[src/common/uio_pkg.sv]
package uio_pkg;

	// ***********************************************************************
	// widths shared by the upload port
	// ***********************************************************************

	// one spi transfer unit
	localparam int BYTE_W = 8;

	// floppy status word, sent and received msb first
	localparam int STATUS_W = 32;

	// external ram word and its byte lanes
	localparam int MEM_DATA_W = 32;
	localparam int MEM_SEL_W = 4;

	// ***********************************************************************
	// command opcodes sent by the io controller
	// ***********************************************************************

	typedef enum logic [BYTE_W-1:0] {
		// start or end of a file download, bit 0 of next byte
		FILE_TX = 8'h53,
		// file payload, one ram write per byte
		FILE_TX_DAT = 8'h54,
		// core status is shifted back on sdo
		FDC_GET_STATUS = 8'h55,
		// bytes handed to the floppy controller
		FDC_TX_DATA = 8'h56,
		// status word loaded msb first
		FDC_SET_STATUS = 8'h57
	} uio_cmd_e;

	// position of a byte inside one transfer
	typedef enum logic {
		PH_CMD = 1'b0,
		PH_DATA = 1'b1
	} spi_phase_e;

endpackage

[src/spi/spi_client.sv]
`timescale 1ns/100ps

module spi_client (
	input logic clk,
	input logic ss,
	input logic spi_sck,
	input logic spi_cs,
	input logic spi_sdi,
	output logic spi_sdo,
	input logic [uio_pkg::BYTE_W-1:0] tx_byte,
	output logic rx_valid,
	output logic xfer_start,
	output logic [uio_pkg::BYTE_W-1:0] rx_byte,
	output uio_pkg::spi_phase_e rx_phase
);
	import uio_pkg::*;

	// two flop synchronizers, msb is the usable value
	logic [1:0] sck_sync;
	logic [1:0] cs_sync;
	logic [1:0] sdi_sync;
	logic sck_s;
	logic cs_s;
	logic sdi_s;

	// previous synchronized values for edge detection
	logic sck_prev;
	logic cs_prev;
	logic sck_rise;
	logic sck_fall;

	logic [2:0] bit_cnt;
	logic first_byte;

	// last bit is not shifted, it goes straight into rx_byte
	logic [BYTE_W-2:0] rx_sreg;
	logic [BYTE_W-1:0] tx_sreg;

	assign sck_s = sck_sync[1];
	assign cs_s = cs_sync[1];
	assign sdi_s = sdi_sync[1];

	assign sck_rise = sck_s & ~sck_prev;
	assign sck_fall = ~sck_s & sck_prev;

	// ***********************************************************************
	// pin synchronizer
	// ***********************************************************************

	always_ff @(posedge clk or posedge ss) begin
		if (ss) begin
			sck_sync <= '0;
			// select idles high
			cs_sync <= '1;
			sdi_sync <= '0;
			sck_prev <= 1'b0;
			cs_prev <= 1'b1;
		end else begin
			sck_sync <= {sck_sync[0], spi_sck};
			cs_sync <= {cs_sync[0], spi_cs};
			sdi_sync <= {sdi_sync[0], spi_sdi};
			sck_prev <= sck_s;
			cs_prev <= cs_s;
		end
	end

	// ***********************************************************************
	// bit counter and byte framing
	// ***********************************************************************

	always_ff @(posedge clk or posedge ss) begin
		if (ss) begin
			bit_cnt <= '0;
			first_byte <= 1'b1;
			rx_valid <= 1'b0;
			rx_phase <= PH_CMD;
			xfer_start <= 1'b0;
		end else begin
			rx_valid <= 1'b0;
			// falling select opens a transfer
			xfer_start <= cs_prev & ~cs_s;
			if (cs_s) begin
				// deselected, next byte is a command again
				bit_cnt <= '0;
				first_byte <= 1'b1;
			end else if (sck_rise) begin
				// wraps 7 -> 0 at the end of every byte
				bit_cnt <= bit_cnt + 3'd1;
				if (bit_cnt == 3'd7) begin
					rx_valid <= 1'b1;
					rx_phase <= first_byte ? PH_CMD : PH_DATA;
					first_byte <= 1'b0;
				end
			end
		end
	end

	// input shifter, msb first
	always_ff @(posedge clk) begin
		if (!cs_s && sck_rise) begin
			rx_sreg <= {rx_sreg[BYTE_W-3:0], sdi_s};
			if (bit_cnt == 3'd7)
				rx_byte <= {rx_sreg, sdi_s};
		end
	end

	// ***********************************************************************
	// reply shifter
	// ***********************************************************************

	// the fall after bit 7 starts the next byte, so tx_byte is loaded there
	always_ff @(posedge clk or posedge ss) begin
		if (ss)
			spi_sdo <= 1'b0;
		else if (cs_s)
			spi_sdo <= 1'b0;
		else if (sck_fall)
			spi_sdo <= (bit_cnt == 3'd0) ? tx_byte[BYTE_W-1] : tx_sreg[BYTE_W-1];
	end

	always_ff @(posedge clk) begin
		if (!cs_s && sck_fall) begin
			if (bit_cnt == 3'd0)
				tx_sreg <= {tx_byte[BYTE_W-2:0], 1'b0};
			else
				tx_sreg <= {tx_sreg[BYTE_W-2:0], 1'b0};
		end
	end

	// a byte only completes while the select pin was low three clocks earlier
	a_rx_in_xfer: assert property (@(posedge clk) disable iff (ss)
		rx_valid |-> !$past(spi_cs, 3));

endmodule

[src/hdl/uio_decoder.sv]
`timescale 1ns/100ps

module uio_decoder #(
	parameter int ADDR_WIDTH = 24,
	parameter int START_ADDR = 0,
	parameter int WR_DEPTH = 4
) (
	input logic clk,
	input logic ss,
	input logic rx_valid,
	input logic xfer_start,
	input logic [uio_pkg::BYTE_W-1:0] rx_byte,
	input uio_pkg::spi_phase_e rx_phase,
	output logic [uio_pkg::BYTE_W-1:0] tx_byte,
	input logic [uio_pkg::STATUS_W-1:0] fdc_status_out,
	output logic [uio_pkg::STATUS_W-1:0] fdc_status_in,
	output logic [uio_pkg::BYTE_W-1:0] fdc_data_in,
	output logic fdc_data_in_strobe,
	output logic wq_push,
	output logic [ADDR_WIDTH-1:0] wq_addr,
	output logic [uio_pkg::BYTE_W-1:0] wq_byte,
	input logic credit_return,
	output logic downloading,
	output logic overflow,
	output logic [ADDR_WIDTH-1:0] size
);
	import uio_pkg::*;

	// enough bits to hold WR_DEPTH itself
	localparam int CREDIT_W = $clog2(WR_DEPTH + 1);

	uio_cmd_e cmd;
	// data byte index that sticks at 7
	logic [2:0] byte_cnt;
	logic [ADDR_WIDTH-1:0] addr;
	logic [CREDIT_W-1:0] credit;

	logic data_byte;
	logic file_dat;
	logic accept;
	logic fdc_dat;

	assign data_byte = rx_valid && (rx_phase == PH_DATA);
	assign file_dat = data_byte && (cmd == FILE_TX_DAT);
	// spi cannot wait so a byte without credit is lost
	assign accept = file_dat && (credit != '0);
	assign fdc_dat = data_byte && (cmd == FDC_TX_DATA);

	assign size = addr - ADDR_WIDTH'(START_ADDR);

	// status byte for the next data slot with byte 0 carrying bits 31:24
	always_comb begin
		tx_byte = '0;
		if (cmd == FDC_GET_STATUS)
			tx_byte = fdc_status_out[{~byte_cnt[1:0], 3'b000} +: BYTE_W];
	end

	// ***********************************************************************
	// command decode and control state
	// ***********************************************************************

	always_ff @(posedge clk or posedge ss) begin
		if (ss) begin
			cmd <= FILE_TX;
			byte_cnt <= '0;
			addr <= ADDR_WIDTH'(START_ADDR);
			credit <= CREDIT_W'(WR_DEPTH);
			downloading <= 1'b0;
			overflow <= 1'b0;
			fdc_data_in_strobe <= 1'b0;
			wq_push <= 1'b0;
			fdc_status_in <= '0;
		end else begin
			wq_push <= accept;
			fdc_data_in_strobe <= fdc_dat;
			// credit leaves with the push and comes back when ram takes the entry
			credit <= credit + CREDIT_W'(credit_return) - CREDIT_W'(wq_push);
			// every transfer counts its data bytes from zero
			if (xfer_start)
				byte_cnt <= '0;
			if (rx_valid) begin
				if (rx_phase == PH_CMD) begin
					cmd <= uio_cmd_e'(rx_byte);
				end else begin
					if (byte_cnt != 3'd7)
						byte_cnt <= byte_cnt + 3'd1;
					case (cmd)
						FILE_TX: begin
							if (rx_byte[0]) begin
								// new download rewinds and clears the old overflow
								addr <= ADDR_WIDTH'(START_ADDR);
								downloading <= 1'b1;
								overflow <= 1'b0;
							end else begin
								downloading <= 1'b0;
							end
						end
						FILE_TX_DAT: begin
							if (accept)
								addr <= addr + ADDR_WIDTH'(1);
							else
								overflow <= 1'b1;
						end
						FDC_SET_STATUS: begin
							if (byte_cnt < 3'd4)
								fdc_status_in[{~byte_cnt[1:0], 3'b000} +: BYTE_W] <= rx_byte;
						end
						default: begin
						end
					endcase
				end
			end
		end
	end

	// payload toward the write queue and the floppy side
	always_ff @(posedge clk) begin
		if (accept) begin
			wq_addr <= addr;
			wq_byte <= rx_byte;
		end
		if (fdc_dat)
			fdc_data_in <= rx_byte;
	end

	// returns never outnumber the pushes that took credit
	a_credit_max: assert property (@(posedge clk) disable iff (ss)
		credit <= CREDIT_W'(WR_DEPTH));

	a_push_credit: assert property (@(posedge clk) disable iff (ss)
		wq_push |-> credit != '0);

endmodule

[src/hdl/ram_writer.sv]
`timescale 1ns/100ps

module ram_writer #(
	parameter int ADDR_WIDTH = 24,
	parameter int WR_DEPTH = 4
) (
	input logic clk,
	input logic ss,
	input logic wq_push,
	input logic [ADDR_WIDTH-1:0] wq_addr,
	input logic [uio_pkg::BYTE_W-1:0] wq_byte,
	output logic credit_return,
	output logic mem_wr,
	input logic mem_ready,
	output logic [ADDR_WIDTH-1:0] mem_addr,
	output logic [uio_pkg::MEM_SEL_W-1:0] mem_sel,
	output logic [uio_pkg::MEM_DATA_W-1:0] mem_data
);
	import uio_pkg::*;

	localparam int PTR_W = (WR_DEPTH > 1) ? $clog2(WR_DEPTH) : 1;
	localparam int CNT_W = $clog2(WR_DEPTH + 1);

	// busy while the queue holds a head entry
	typedef enum logic {
		WR_IDLE,
		WR_BUSY
	} wr_state_e;

	wr_state_e state;

	// queue storage
	logic [ADDR_WIDTH-1:0] addr_q [WR_DEPTH];
	logic [BYTE_W-1:0] byte_q [WR_DEPTH];
	logic [PTR_W-1:0] wr_ptr;
	logic [PTR_W-1:0] rd_ptr;
	logic [CNT_W-1:0] count;
	logic [BYTE_W-1:0] head_byte;

	// circular increment, depth need not be a power of two
	function automatic logic [PTR_W-1:0] ptr_next(input logic [PTR_W-1:0] p);
		return (p == PTR_W'(WR_DEPTH - 1)) ? '0 : p + PTR_W'(1);
	endfunction

	always_ff @(posedge clk) begin
		if (wq_push) begin
			addr_q[wr_ptr] <= wq_addr;
			byte_q[wr_ptr] <= wq_byte;
		end
	end

	// ***********************************************************************
	// queue pointers and handshake state
	// ***********************************************************************

	always_ff @(posedge clk or posedge ss) begin
		if (ss) begin
			state <= WR_IDLE;
			wr_ptr <= '0;
			rd_ptr <= '0;
			count <= '0;
		end else begin
			if (wq_push)
				wr_ptr <= ptr_next(wr_ptr);
			// head leaves on the accepted write
			if (credit_return)
				rd_ptr <= ptr_next(rd_ptr);
			count <= count + CNT_W'(wq_push) - CNT_W'(credit_return);
			case (state)
				WR_IDLE: begin
					if (wq_push)
						state <= WR_BUSY;
				end
				WR_BUSY: begin
					// last entry gone and nothing new behind it
					if (credit_return && (count == CNT_W'(1)) && !wq_push)
						state <= WR_IDLE;
				end
				default: state <= WR_IDLE;
			endcase
		end
	end

	assign mem_wr = (state == WR_BUSY);
	assign credit_return = mem_wr & mem_ready;

	// head entry is presented straight from the queue
	assign mem_addr = addr_q[rd_ptr];
	assign head_byte = byte_q[rd_ptr];
	// one hot lane from the low address bits
	assign mem_sel = MEM_SEL_W'(1) << mem_addr[1:0];
	// byte copied onto every lane, sel picks the one that is written
	assign mem_data = {MEM_SEL_W{head_byte}};

	// decoder credit keeps the queue from overfilling
	a_no_full_push: assert property (@(posedge clk) disable iff (ss)
		wq_push |-> count < CNT_W'(WR_DEPTH));

	a_hold_stable: assert property (@(posedge clk) disable iff (ss)
		mem_wr && !mem_ready |=> mem_wr && $stable(mem_addr) && $stable(mem_sel)
			&& $stable(mem_data));

endmodule

[src/hdl/data_io_top.sv]
`timescale 1ns/100ps

module data_io_top #(
	parameter int ADDR_WIDTH = 24,
	parameter int START_ADDR = 0,
	parameter int WR_DEPTH = 4
) (
	input logic clk,
	input logic ss,
	// io controller spi
	input logic spi_sck,
	input logic spi_cs,
	input logic spi_sdi,
	output logic spi_sdo,
	// download status
	output logic downloading,
	output logic [ADDR_WIDTH-1:0] size,
	output logic overflow,
	// floppy emulation
	input logic [uio_pkg::STATUS_W-1:0] fdc_status_out,
	output logic [uio_pkg::STATUS_W-1:0] fdc_status_in,
	output logic [uio_pkg::BYTE_W-1:0] fdc_data_in,
	output logic fdc_data_in_strobe,
	// external ram
	output logic mem_wr,
	input logic mem_ready,
	output logic [ADDR_WIDTH-1:0] mem_addr,
	output logic [uio_pkg::MEM_SEL_W-1:0] mem_sel,
	output logic [uio_pkg::MEM_DATA_W-1:0] mem_data
);
	import uio_pkg::*;

	// client to decoder
	logic rx_valid;
	logic xfer_start;
	logic [BYTE_W-1:0] rx_byte;
	spi_phase_e rx_phase;
	logic [BYTE_W-1:0] tx_byte;

	// decoder to writer, credit based
	logic wq_push;
	logic [ADDR_WIDTH-1:0] wq_addr;
	logic [BYTE_W-1:0] wq_byte;
	logic credit_return;

	spi_client i_spi_client (
		.clk(clk),
		.ss(ss),
		.spi_sck(spi_sck),
		.spi_cs(spi_cs),
		.spi_sdi(spi_sdi),
		.spi_sdo(spi_sdo),
		.tx_byte(tx_byte),
		.rx_valid(rx_valid),
		.xfer_start(xfer_start),
		.rx_byte(rx_byte),
		.rx_phase(rx_phase)
	);

	uio_decoder #(
		.ADDR_WIDTH(ADDR_WIDTH),
		.START_ADDR(START_ADDR),
		.WR_DEPTH(WR_DEPTH)
	) i_uio_decoder (
		.clk(clk),
		.ss(ss),
		.rx_valid(rx_valid),
		.xfer_start(xfer_start),
		.rx_byte(rx_byte),
		.rx_phase(rx_phase),
		.tx_byte(tx_byte),
		.fdc_status_out(fdc_status_out),
		.fdc_status_in(fdc_status_in),
		.fdc_data_in(fdc_data_in),
		.fdc_data_in_strobe(fdc_data_in_strobe),
		.wq_push(wq_push),
		.wq_addr(wq_addr),
		.wq_byte(wq_byte),
		.credit_return(credit_return),
		.downloading(downloading),
		.overflow(overflow),
		.size(size)
	);

	ram_writer #(
		.ADDR_WIDTH(ADDR_WIDTH),
		.WR_DEPTH(WR_DEPTH)
	) i_ram_writer (
		.clk(clk),
		.ss(ss),
		.wq_push(wq_push),
		.wq_addr(wq_addr),
		.wq_byte(wq_byte),
		.credit_return(credit_return),
		.mem_wr(mem_wr),
		.mem_ready(mem_ready),
		.mem_addr(mem_addr),
		.mem_sel(mem_sel),
		.mem_data(mem_data)
	);

endmodule

[config.mk]
export PLATFORM = sky130hd
export DESIGN_NAME = data_io_top
export DESIGN_NICKNAME = d
export VERILOG_FILES = /design/src/common/uio_pkg.sv /design/src/spi/spi_client.sv /design/src/hdl/uio_decoder.sv /design/src/hdl/ram_writer.sv /design/src/hdl/data_io_top.sv
export SDC_FILE = /design/constraint.sdc
export NUM_CORES = 1
export LEC_CHECK = 0
export ABC_CLOCK_PERIOD_IN_PS = 7300
export BUFFER_PORTS_ARGS = -buffer_cell sky130_fd_sc_hd__buf_2
export CAP_MARGIN = 25
export CORE_MARGIN = 3
export CORE_UTILIZATION = 35
export CTS_CLUSTER_SIZE = 14
export DETAILED_ROUTE_END_ITERATION = 12
export PLACE_DENSITY_LB_ADDON = 0.3
export SETUP_SLACK_MARGIN = 0.05
export SLEW_MARGIN = 40
export SYNTH_ARGS = -nofsm -noshare
export SYNTH_HDL_FRONTEND = slang
export SYNTH_SLANG_ARGS = --single-unit
[constraint.sdc]
create_clock -name clk -period 7.3 [get_ports clk]
set_clock_uncertainty 0.05 [all_clocks]
set_input_delay 0.73 -clock clk [delete_from_list [all_inputs] [get_ports clk]]
set_output_delay 0.73 -clock clk [all_outputs]
set_load 0.005 [all_outputs]
======== Word level (Yosys, flattened, before mapping) ========
Memories as Yosys holds them, arrays and structs flattened.
Cells that the tools add are included.
Widths: inputs -> output; s select.
storage, ports and cells
  register bits after elaboration ......... 161
  RAM bits ................................ 128
  input port bits ......................... 38
  output and inout bits ................... 129
  logic and storage cells ................. 126
  memories kept ........................... 2
cells by class
  add/subtract/negate cells ............... 10
  magnitude comparators ................... 1
  equality and inequality tests ........... 13
  shift-type cells ........................ 4
  mux-type cells .......................... 32
  bitwise gates (word level) .............. 10
  reductions and logical operators ........ 24
memory list
  name                 words  bits a word  rd ports  clocked after Yosys merged registers in  write ports  line              text
  i_ram_writer.addr_q  4      24           1         0                                        1            ram_writer.sv:33  logic [ADDR_WIDTH-1:0] addr_q [WR_DEPTH];
  i_ram_writer.byte_q  4      8            1         0                                        1            ram_writer.sv:34  logic [BYTE_W-1:0] byte_q [WR_DEPTH];
operator list
  cell                    count
  $mux 24                 2
  $pmux 24 s2             1
  $eq 8x7->1 const B      5
  $bwmux 32               1
  $shift 8x7->32 const A  1
  $shiftx 32x6->8         1
  $shiftx 8x7->32         1
  $add 24x1->24 const B   1
  $mux 3                  6
  $mux 1                  16
  $mux 8                  2
  $reduce_and 5->1        2
  $logic_and 1x1->1       8
  $reduce_bool 2->1       4
  $neg 5->7               1
  $add 3x1->3             2
  $add 3x1->3 const B     2
  $reduce_and 2->1        3
  $reduce_and 3->1        2
  $sub 3x1->3             2
  $not 1->1               5
  $add 2x1->2 const B     2
  $and 1x1->1             4
  $eq 2x2->1 const B      2
  other kinds (14)        18

======== Logic depth before layout (Yosys ltp) ========
Gate-level depths: netlist of the first run.
  depth in word-level cells ............... 6
  depth in mapped cells ................... 8
  depth with buffers taken out ............ 8

======== By module ========
From an unflattened synthesis of the first run, not the netlist that was laid out.
unflattened totals
  cell total of the unflattened synthesis .. 737
  area total of the unflattened synthesis .. 11,706.2 um^2
by module, submodules not included
  module       instances  cells an instance  area an instance (um^2)  sequential area each (um^2)
  ram_writer   1          234                5,262.5                  4,043.9
  uio_decoder  1          429                5,077.4                  3,059.2
  spi_client   1          74                 1,366.3                  1,066.0

======== Least setup slack after synthesis of the first run ========
Ideal clock, no wire load.
  path type ............................... register to output
  from .................................... reg i_ram_writer.rd_ptr[0]
  to ...................................... out mem_data[10] in the netlist's numbering
  arrival ................................. 1.914 ns
  data required time ...................... 6.520 ns
  setup slack ............................. 4.606 ns
  cell stages (with the launch flop) ...... 5
  buffers on the path ..................... 3
  cell sequence ........................... dfrtp_1 -> clkbuf_1 -> buf_1 -> mux4_2 -> buf_4
on the way
  cells in the longest elaborated chain, start to end .. 1
ends and longest elaborated chain
  item                      line               text
  start: declaration        ram_writer.sv:36   logic [PTR_W-1:0] rd_ptr;
  start signal: assignment  ram_writer.sv:67   rd_ptr <= ptr_next(rd_ptr);
  $mem_v2 4x8               n/a
  end: declaration          data_io_top.sv:29  output logic [uio_pkg::MEM_DATA_W-1:0] mem_data
No other way between the ends.

======== Final worst setup path of the first run ========
  from .................................... reg i_ram_writer.rd_ptr[0]
  to ...................................... out mem_sel[3] in the netlist's numbering
on the way
  cells in the longest elaborated chain, start to end .. 2
ends and longest elaborated chain
  item              line               text
  $mem_v2 4x24      n/a
  $shl 1x2->4       ram_writer.sv:91   assign mem_sel = MEM_SEL_W'(1) << mem_addr[1:0];
  end: declaration  data_io_top.sv:28  output logic [uio_pkg::MEM_SEL_W-1:0] mem_sel,
No other way between the ends.

==> results of run 1 <==
-- kinds of logic after synthesis --
family / count (synthesis) / synth area share (%)
adder cells (fa/ha/maj): 21 / 2.389
AO/OA/AOI/OAI: 103 / 7.037
multiplexers: 52 / 8.887
AND/OR/NAND/NOR: 155 / 7.683
XOR/XNOR: 5 / 0.3766
flip-flops: 288 / 70.25
buffers and inverters: 78 / 3.379
-- flip-flops by register name, indices dropped and copies added, names as in the netlist, 2 cells and up --
name / flops
i_spi_client.cs_sync: 2
i_ram_writer.wr_ptr: 2
i_uio_decoder.credit: 3
i_uio_decoder.byte_cnt: 3
i_spi_client.rx_byte: 8
i_spi_client.bit_cnt: 3
i_uio_decoder.wq_addr: 24
i_spi_client.sdi_sync: 2
i_uio_decoder.addr: 24
i_uio_decoder.wq_byte: 8
i_uio_decoder.fdc_data_in: 8
i_spi_client.rx_sreg: 7
i_spi_client.tx_sreg: 7
i_uio_decoder.cmd: 8
i_ram_writer.rd_ptr: 2
i_spi_client.sck_sync: 2
i_ram_writer.addr_q: 96
i_uio_decoder.fdc_status_in: 32
i_ram_writer.byte_q: 32
i_ram_writer.count: 3
-- through the flow --
step                      worst slack, ns  total power [mW]  hold WS [ns]  cells  cell area (sq um)
after floorplan                     3.973             1.789        0.2812    702              11630
after global placement              4.165             1.805        0.2842   1264              12800
after detailed placement            4.414             1.806        0.2847   1264              12810
after CTS                           3.812             3.374        0.1935   1322              13850
after global routing                3.698             3.447        0.1963   1322              13850
final                               3.904             3.333        0.2173   1322              13850
-- metal layers --
| metal | global-route usage, % | vias to the layer above |
|---|---|---|
| met1 | 19.53 | 3308 |
| li1 | - | 3037 |
| met5 | 0 | - |
| met3 | 2.344 | 37 |
| met4 | 4.242 | 0 |
| met2 | 22.59 | 176 |
-- path summary, 6_finish.rpt --
kind                                                 end  depth (start not counted)                startpoint  slack [ns]
worst max-delay path                          mem_sel[3]                          4    i_ram_writer.rd_ptr[0]        3.90
worst min-delay path            i_spi_client.sck_sync[0]                          2                        ss        0.22
worst max register to register    i_uio_decoder.addr[13]                          5      i_uio_decoder.cmd[4]        4.40
worst min register to register  i_spi_client.sck_sync[1]                          0  i_spi_client.sck_sync[0]        0.30
max in group asynchronous         i_ram_writer.rd_ptr[0]                          3                        ss        5.85
min in group clk                 i_spi_client.cs_sync[0]                          1                    spi_cs        0.22
-- placed cells by master, fill, tap and decap left out, types with 4 or more instances in the layout --
cell type / netlist / routed
buf_2: 2 / 166
nand2b_1: 6 / 6
and4_1: 5 / 5
a21oi_1: 9 / 9
nor2_1: 21 / 20
nor4_1: 7 / 6
dfstp_2: 9 / 9
edfxtp_1: 190 / 190
a21bo_1: 5 / 5
nand4_1: 40 / 40
clkbuf_16: 0 / 31
mux4_2: 40 / 40
nor3_1: 7 / 5
a21bo_2: 27 / 27
a22o_1: 7 / 7
a31oi_1: 10 / 10
clkinvlp_4: 0 / 4
dfrtp_1: 89 / 87
a211o_1: 5 / 5
bufinv_16: 0 / 4
and2_1: 5 / 5
xnor2_1: 4 / 4
inv_1: 21 / 20
buf_4: 26 / 10
nand3_1: 12 / 12
nor2b_1: 6 / 6
clkinv_2: 0 / 5
nand2_1: 24 / 24
o21ai_0: 15 / 15
o211a_1: 4 / 4
ha_1: 19 / 19
clkinv_1: 0 / 7
mux2_2: 10 / 10
-- power by group through the flow --
stage               combinational [mW]  sequential [mW]  clock (mW)
finish                          0.0354             1.74        1.56
global route                    0.0405             1.74        1.67
detailed placement              0.0370             1.77           0
floorplan                       0.0207             1.77           0
global placement                0.0362             1.77           0
CTS                             0.0370             1.74        1.60
-- worst max-delay path: cells and delay by family (launching register included) --
family,cells,cell delay [ns]
buffers and inverters,2,0.65
muxes,1,0.61
and+or+nand+nor,1,0.17
DFF,1,0.63
-- area by class of cell --
type | count | area (sq um) | area share [%]
Sequential cell | 288 | 8172 | 58.99
Multi-Input combinational cell | 336 | 3099 | 22.37
Inverter | 22 | 87.58 | 0.6323
Clock buffer | 34 | 787.0 | 5.682
Clock inverter | 24 | 247.7 | 1.788
Tap cell | 442 | 553.0 | 3.992
Timing Repair Buffer | 176 | 905.9 | 6.540
==> reports/qor.txt, run 1 <==
Setup TNS: 0 ns
CTS Hold Buffers Added: 0
Effective utilization at floorplan: 35.65%
Switching Fraction: 19.83%
Vias in the first global route: 6,664
Post-layout util: 42.47%
CTS root buffer: clkbuf_16
Share of the synthesized area in the top cell type: 49.06%
Combinational power share: 1.1%
IR drop worst, VDD: 159.1 uV
Post-CTS sizing: 0
Layout cell share with drive strength beyond 1: 36.82%
CP peak stage delay: 0.63 ns
CTS tree: done
Clk buf depth: 3
Status: complete, no violations
Top sig layer: met4
Met2 WL: 12,030 um
RSZ-0062 raised after global routing: false
Synth top area cells: edfxtp_1 (49%), dfrtp_1 (19%), mux4_2 (7.7%), a21bo_2 (2.3%), nand4_1 (2.2%)
Post CTS Setup Buffer Count: 0
Worst-path fanout max: 24
Crit share post-route: 46.52%
Yosys reg bits: 288
WL met3: 1352 um
Number of antenna diodes: 0
Total Wirelength: 24,910 um
Core area: 32,620 sq um
WS Path Type: reg2out
DR pass1 iterations: 4
DRC errors left: 0
Req. time, crit path: 6.52 ns
Post-synthesis cell area: 11,630 sq um
Drt wl/cell: 18.84 um
Synth top cells by count: edfxtp_1 (190), dfrtp_1 (89), mux4_2 (40), nand4_1 (40), a21bo_2 (27)
Crit start category: flip-flop
Inserted Clock Buffers: 31
First-pass GRT wire length: 39,270 um
Latest clock arrival within the worst-skew pair: 0.56 ns
Die height: 188.3 um
Worst Max-Slew Pin Slew: 0.8256 ns
Headroom to the max-slew limit: 44.76%
Critical path capture point type: output pin
Final setup viols: 0
Post-synth EDFFs: 190
I/O Pins: 167
Vias: 6,558
Row count: 66
Syn_nets: 761
Fill cell count: 2,949
Leakage power: 5.027 nW
Max Cap Violations: 0
FMAX: 0.2945 GHz
Initial DRC Count: 396
CP arrival: 2.62 ns
CP max stage cell: dfrtp_2
Synthesis Warnings: 0
PortBufs: 166
RePlAce Congestion: 0.7398
CTS H-tree lvls: 1
Initial antenna violation count: 0
Via/cell ratio: 4.961
Post-synthesis async set-or-reset flop share: 34.03%
Full die area: 35,450 sq um
# clock sinks: 288
Register area share after synthesis: 70.25%
Largest net degree at the start of global routing: 57
Area Overhead vs Synth: 19.12%
Clock network power share: 46.8%
Met1 WL: 10,930 um
Minimum clock period: 3.396 ns
Min-delay worst type: in2async
Total GRT Usage: 13.97%
ANT nets after route: 0
Flop pwr share: 52.1%
Switching Power: 0.6610 mW
Distinct cells, synth: 61
Global route total overflow: 0
Most used DFF post-synth: edfxtp_1
Power density over the cells: 240.6 nW/um^2
Worst-path clk slew: 0.06 ns
Final Max Tran Viols: 0
Crit-path cells: buf_4 -> mux4_2 -> and2_1 -> buf_2
Die W: 188.3 um
Largest area contributor in the synthesized netlist: edfxtp_1
Final Hold Fails: 0
Dpl hpwl: 15,820 um
Cells after Synth: 702
Nets: 914
Average cell area after synthesis: 16.57 sq um
P_int: 2.672 mW
Most frequent cell after synthesis: edfxtp_1
Note: power is estimated with default switching activity, not from simulation.
==> inputs of run 2 (changes only) <==
--- a/config.mk
+++ b/config.mk
@@ -5,7 +5,7 @@
 export SDC_FILE = /design/constraint.sdc
 export NUM_CORES = 1
 export LEC_CHECK = 0
-export ABC_CLOCK_PERIOD_IN_PS = 7300
+export ABC_CLOCK_PERIOD_IN_PS = 2900
 export BUFFER_PORTS_ARGS = -buffer_cell sky130_fd_sc_hd__buf_2
 export CAP_MARGIN = 25
 export CORE_MARGIN = 3
==> constraint.sdc (replaced) <==
create_clock -name clk -period 2.9 [get_ports clk]
set_clock_uncertainty 0.05 [all_clocks]
set_input_delay 0.29 -clock clk [delete_from_list [all_inputs] [get_ports clk]]
set_output_delay 0.29 -clock clk [all_outputs]
set_load 0.005 [all_outputs]
==> run 2 against run 1 <==
Compared with the run above: final cell count up 1.4%; clock-buffer cell count grew 11; flip-flop and latch count unchanged; sequential share of layout area down 0.67 points; non-clock buffer count up 19; power increased by 150%; via count up 0.64%; combinational power grew to 2.8 times the previous value; die area is the same; setup slack worse by 3.6 ns; global-route usage down 0.18 points; utilization increased by 0.49 points; largest cell class unchanged.
==> reports/qor.txt, run 2 (synthesis gave the netlist of run 1 again) <==
Status: complete, no violations
PortBufs: 166
CP peak stage delay: 0.67 ns
Clk buf depth: 3
Hold path start: fdc_status_out[13]
Layout cell share with drive strength beyond 1: 36.41%
# clock sinks: 288
Drt wl/cell: 18.34 um
R2r setup slk: 0.34 ns
Critical R2R Capture: i_uio_decoder.addr[6]
Latest clock arrival within the worst-skew pair: 0.55 ns
Dpl hpwl: 15,870 um
Min-Delay Endpoint: i_spi_client.tx_sreg[6]
Worst-path fanout max: 20
WS Path Type: reg2out
Area Overhead vs Synth: 20.51%
Largest registers: i_ram_writer.addr_q: 96 flops, i_ram_writer.byte_q: 32 flops, i_uio_decoder.fdc_status_in: 32 flops
Commonest non-fill, non-tap cell in the layout: edfxtp_1
Initial DRC Count: 405
Via/cell ratio: 4.925
CTS H-tree lvls: 1
DRC errors left: 0
Vias: 6,600
Die W: 188.3 um
Worst Max-Slew Pin Slew: 0.7266 ns
ANT nets after route: 0
Most frequent cells in the layout: edfxtp_1 (190), buf_2 (166), dfrtp_1 (88)
FF-to-FF Start: i_uio_decoder.cmd[0]
Nets: 933
Worst-path clk slew: 0.06 ns
Post CTS Setup Buffer Count: 0
RSZ-0062 raised after global routing: false
CP arrival: 2.24 ns
Global route total overflow: 0
Crit start category: flip-flop
Total Wirelength: 24,570 um
Crit-path cells: buf_4 -> mux4_2 -> buf_2
Final setup viols: 0
DR pass1 iterations: 4
First-pass GRT wire length: 39,200 um
Final Hold Fails: 0
Row count: 66
RePlAce Congestion: 0.7406
FMAX: 0.3880 GHz
Largest net degree at the start of global routing: 99
Minimum clock period: 2.578 ns
Initial antenna violation count: 0
I/O Pins: 167
Full die area: 35,450 sq um
Worst path bufs/invs: 2
Min-delay worst type: in2reg
Most flops, register: i_ram_writer.addr_q
Crit-path leading delay family: flip-flops
Total GRT Usage: 13.79%
Setup TNS: 0 ns
Leakage power: 5.108 nW
Placed Area: 12,960 sq um
Die height: 188.3 um
Hold path cells: 3
Cell area after layout: 14,010 sq um
Critical path capture point type: output pin
CP max stage cell: dfrtp_4
Final Max Tran Viols: 0
CTS root buffer: clkbuf_16
Max reg flops: 96
CTS tree: done
Vias in the first global route: 6,716
IR drop worst, VDD: 456.7 uV
Power density over the cells: 592.2 nW/um^2
Core area: 32,620 sq um
Headroom to the max-slew limit: 51.46%
Effective utilization at floorplan: 35.65%
Max Cap Violations: 0
Req. time, crit path: 2.56 ns
Reg2Reg Depth: 6
Number of antenna diodes: 0
Crit share post-route: 88.88%
Inserted Clock Buffers: 31
## run 2: layout make-up
type                    count  area, sq um
flip-flops and latches    288         8173
well taps                 442        553.0
repair buffers            195         1124
multi-input cells         336         3082
fillers                  2935        18610
inverters                  22        86.33
clock inverters            12        116.4
clock buffers              45        879.6
## run 2: how the worst max path moves through the flow
stage | cells after the start | slack (ns) | end | startpoint
2_1_floorplan | 7 | 0.40 | i_uio_decoder.fdc_status_in[10] | i_uio_decoder.byte_cnt[0]
3_3_place_gp | 6 | 0.40 | i_uio_decoder.addr[10] | i_uio_decoder.cmd[1]
3_5_place_dp | 6 | 0.32 | i_uio_decoder.addr[6] | i_uio_decoder.cmd[3]
4_1_cts | 3 | 0.10 | mem_addr[3] | i_ram_writer.rd_ptr[0]
5_1_grt | 3 | 0.17 | mem_addr[3] | i_ram_writer.rd_ptr[0]
6_report | 3 | 0.32 | mem_addr[3] | i_ram_writer.rd_ptr[0]
## run 2: repair_timing
action | CTS | global route
hold buffers | 5 | 0
resized for setup | 0 | 1
hold endpoints to repair | 93 | 0
endpoints found under the setup margin | 0 | 9
## run 2: per-layer routing
layer / GRT usage [%] / wire [um] / share of wire [%]
met5: 0 / 0 / 0
met4: 3.146 / 430 / 1.7
met3: 2.865 / 1413 / 5.8
met1: 19.36 / 11120 / 45
met2: 22.27 / 11610 / 47
## run 2: power breakdown
group / leakage [nW] / total [mW] / internal [mW] / switching, mW
registers: 2.64 / 4.37 / 4.36 / 0.00807
clock network: 0.477 / 3.83 / 2.27 / 1.56
logic: 1.99 / 0.0975 / 0.0436 / 0.0540
total: 5.11 / 8.30 / 6.68 / 1.62
## run 2: worst reg2reg max path, delay by kind of cell, from the launching register on
| kind | cells | cell delay [ns] |
|---|---|---|
| and+or+nand+nor | 2 | 1.18 |
| buffers and inverters | 2 | 0.55 |
| DFF | 1 | 0.41 |
| AOI/OAI and AO/OA | 2 | 0.29 |
## run 2: per-stage QoR
stage,instances,power [mW],utilization (%),hold slack [ns],worst slack (ns)
3_3_place_gp,1278,4.548,39.75,0.2811,0.3998
4_1_cts,1340,8.415,42.95,0.1775,0.1007
2_1_floorplan,702,4.502,-,0.2445,0.3995
5_1_grt,1340,8.604,42.96,0.2039,0.1729
6_report,1340,8.299,42.96,0.1987,0.3225
3_5_place_dp,1278,4.550,39.75,0.2865,0.3248
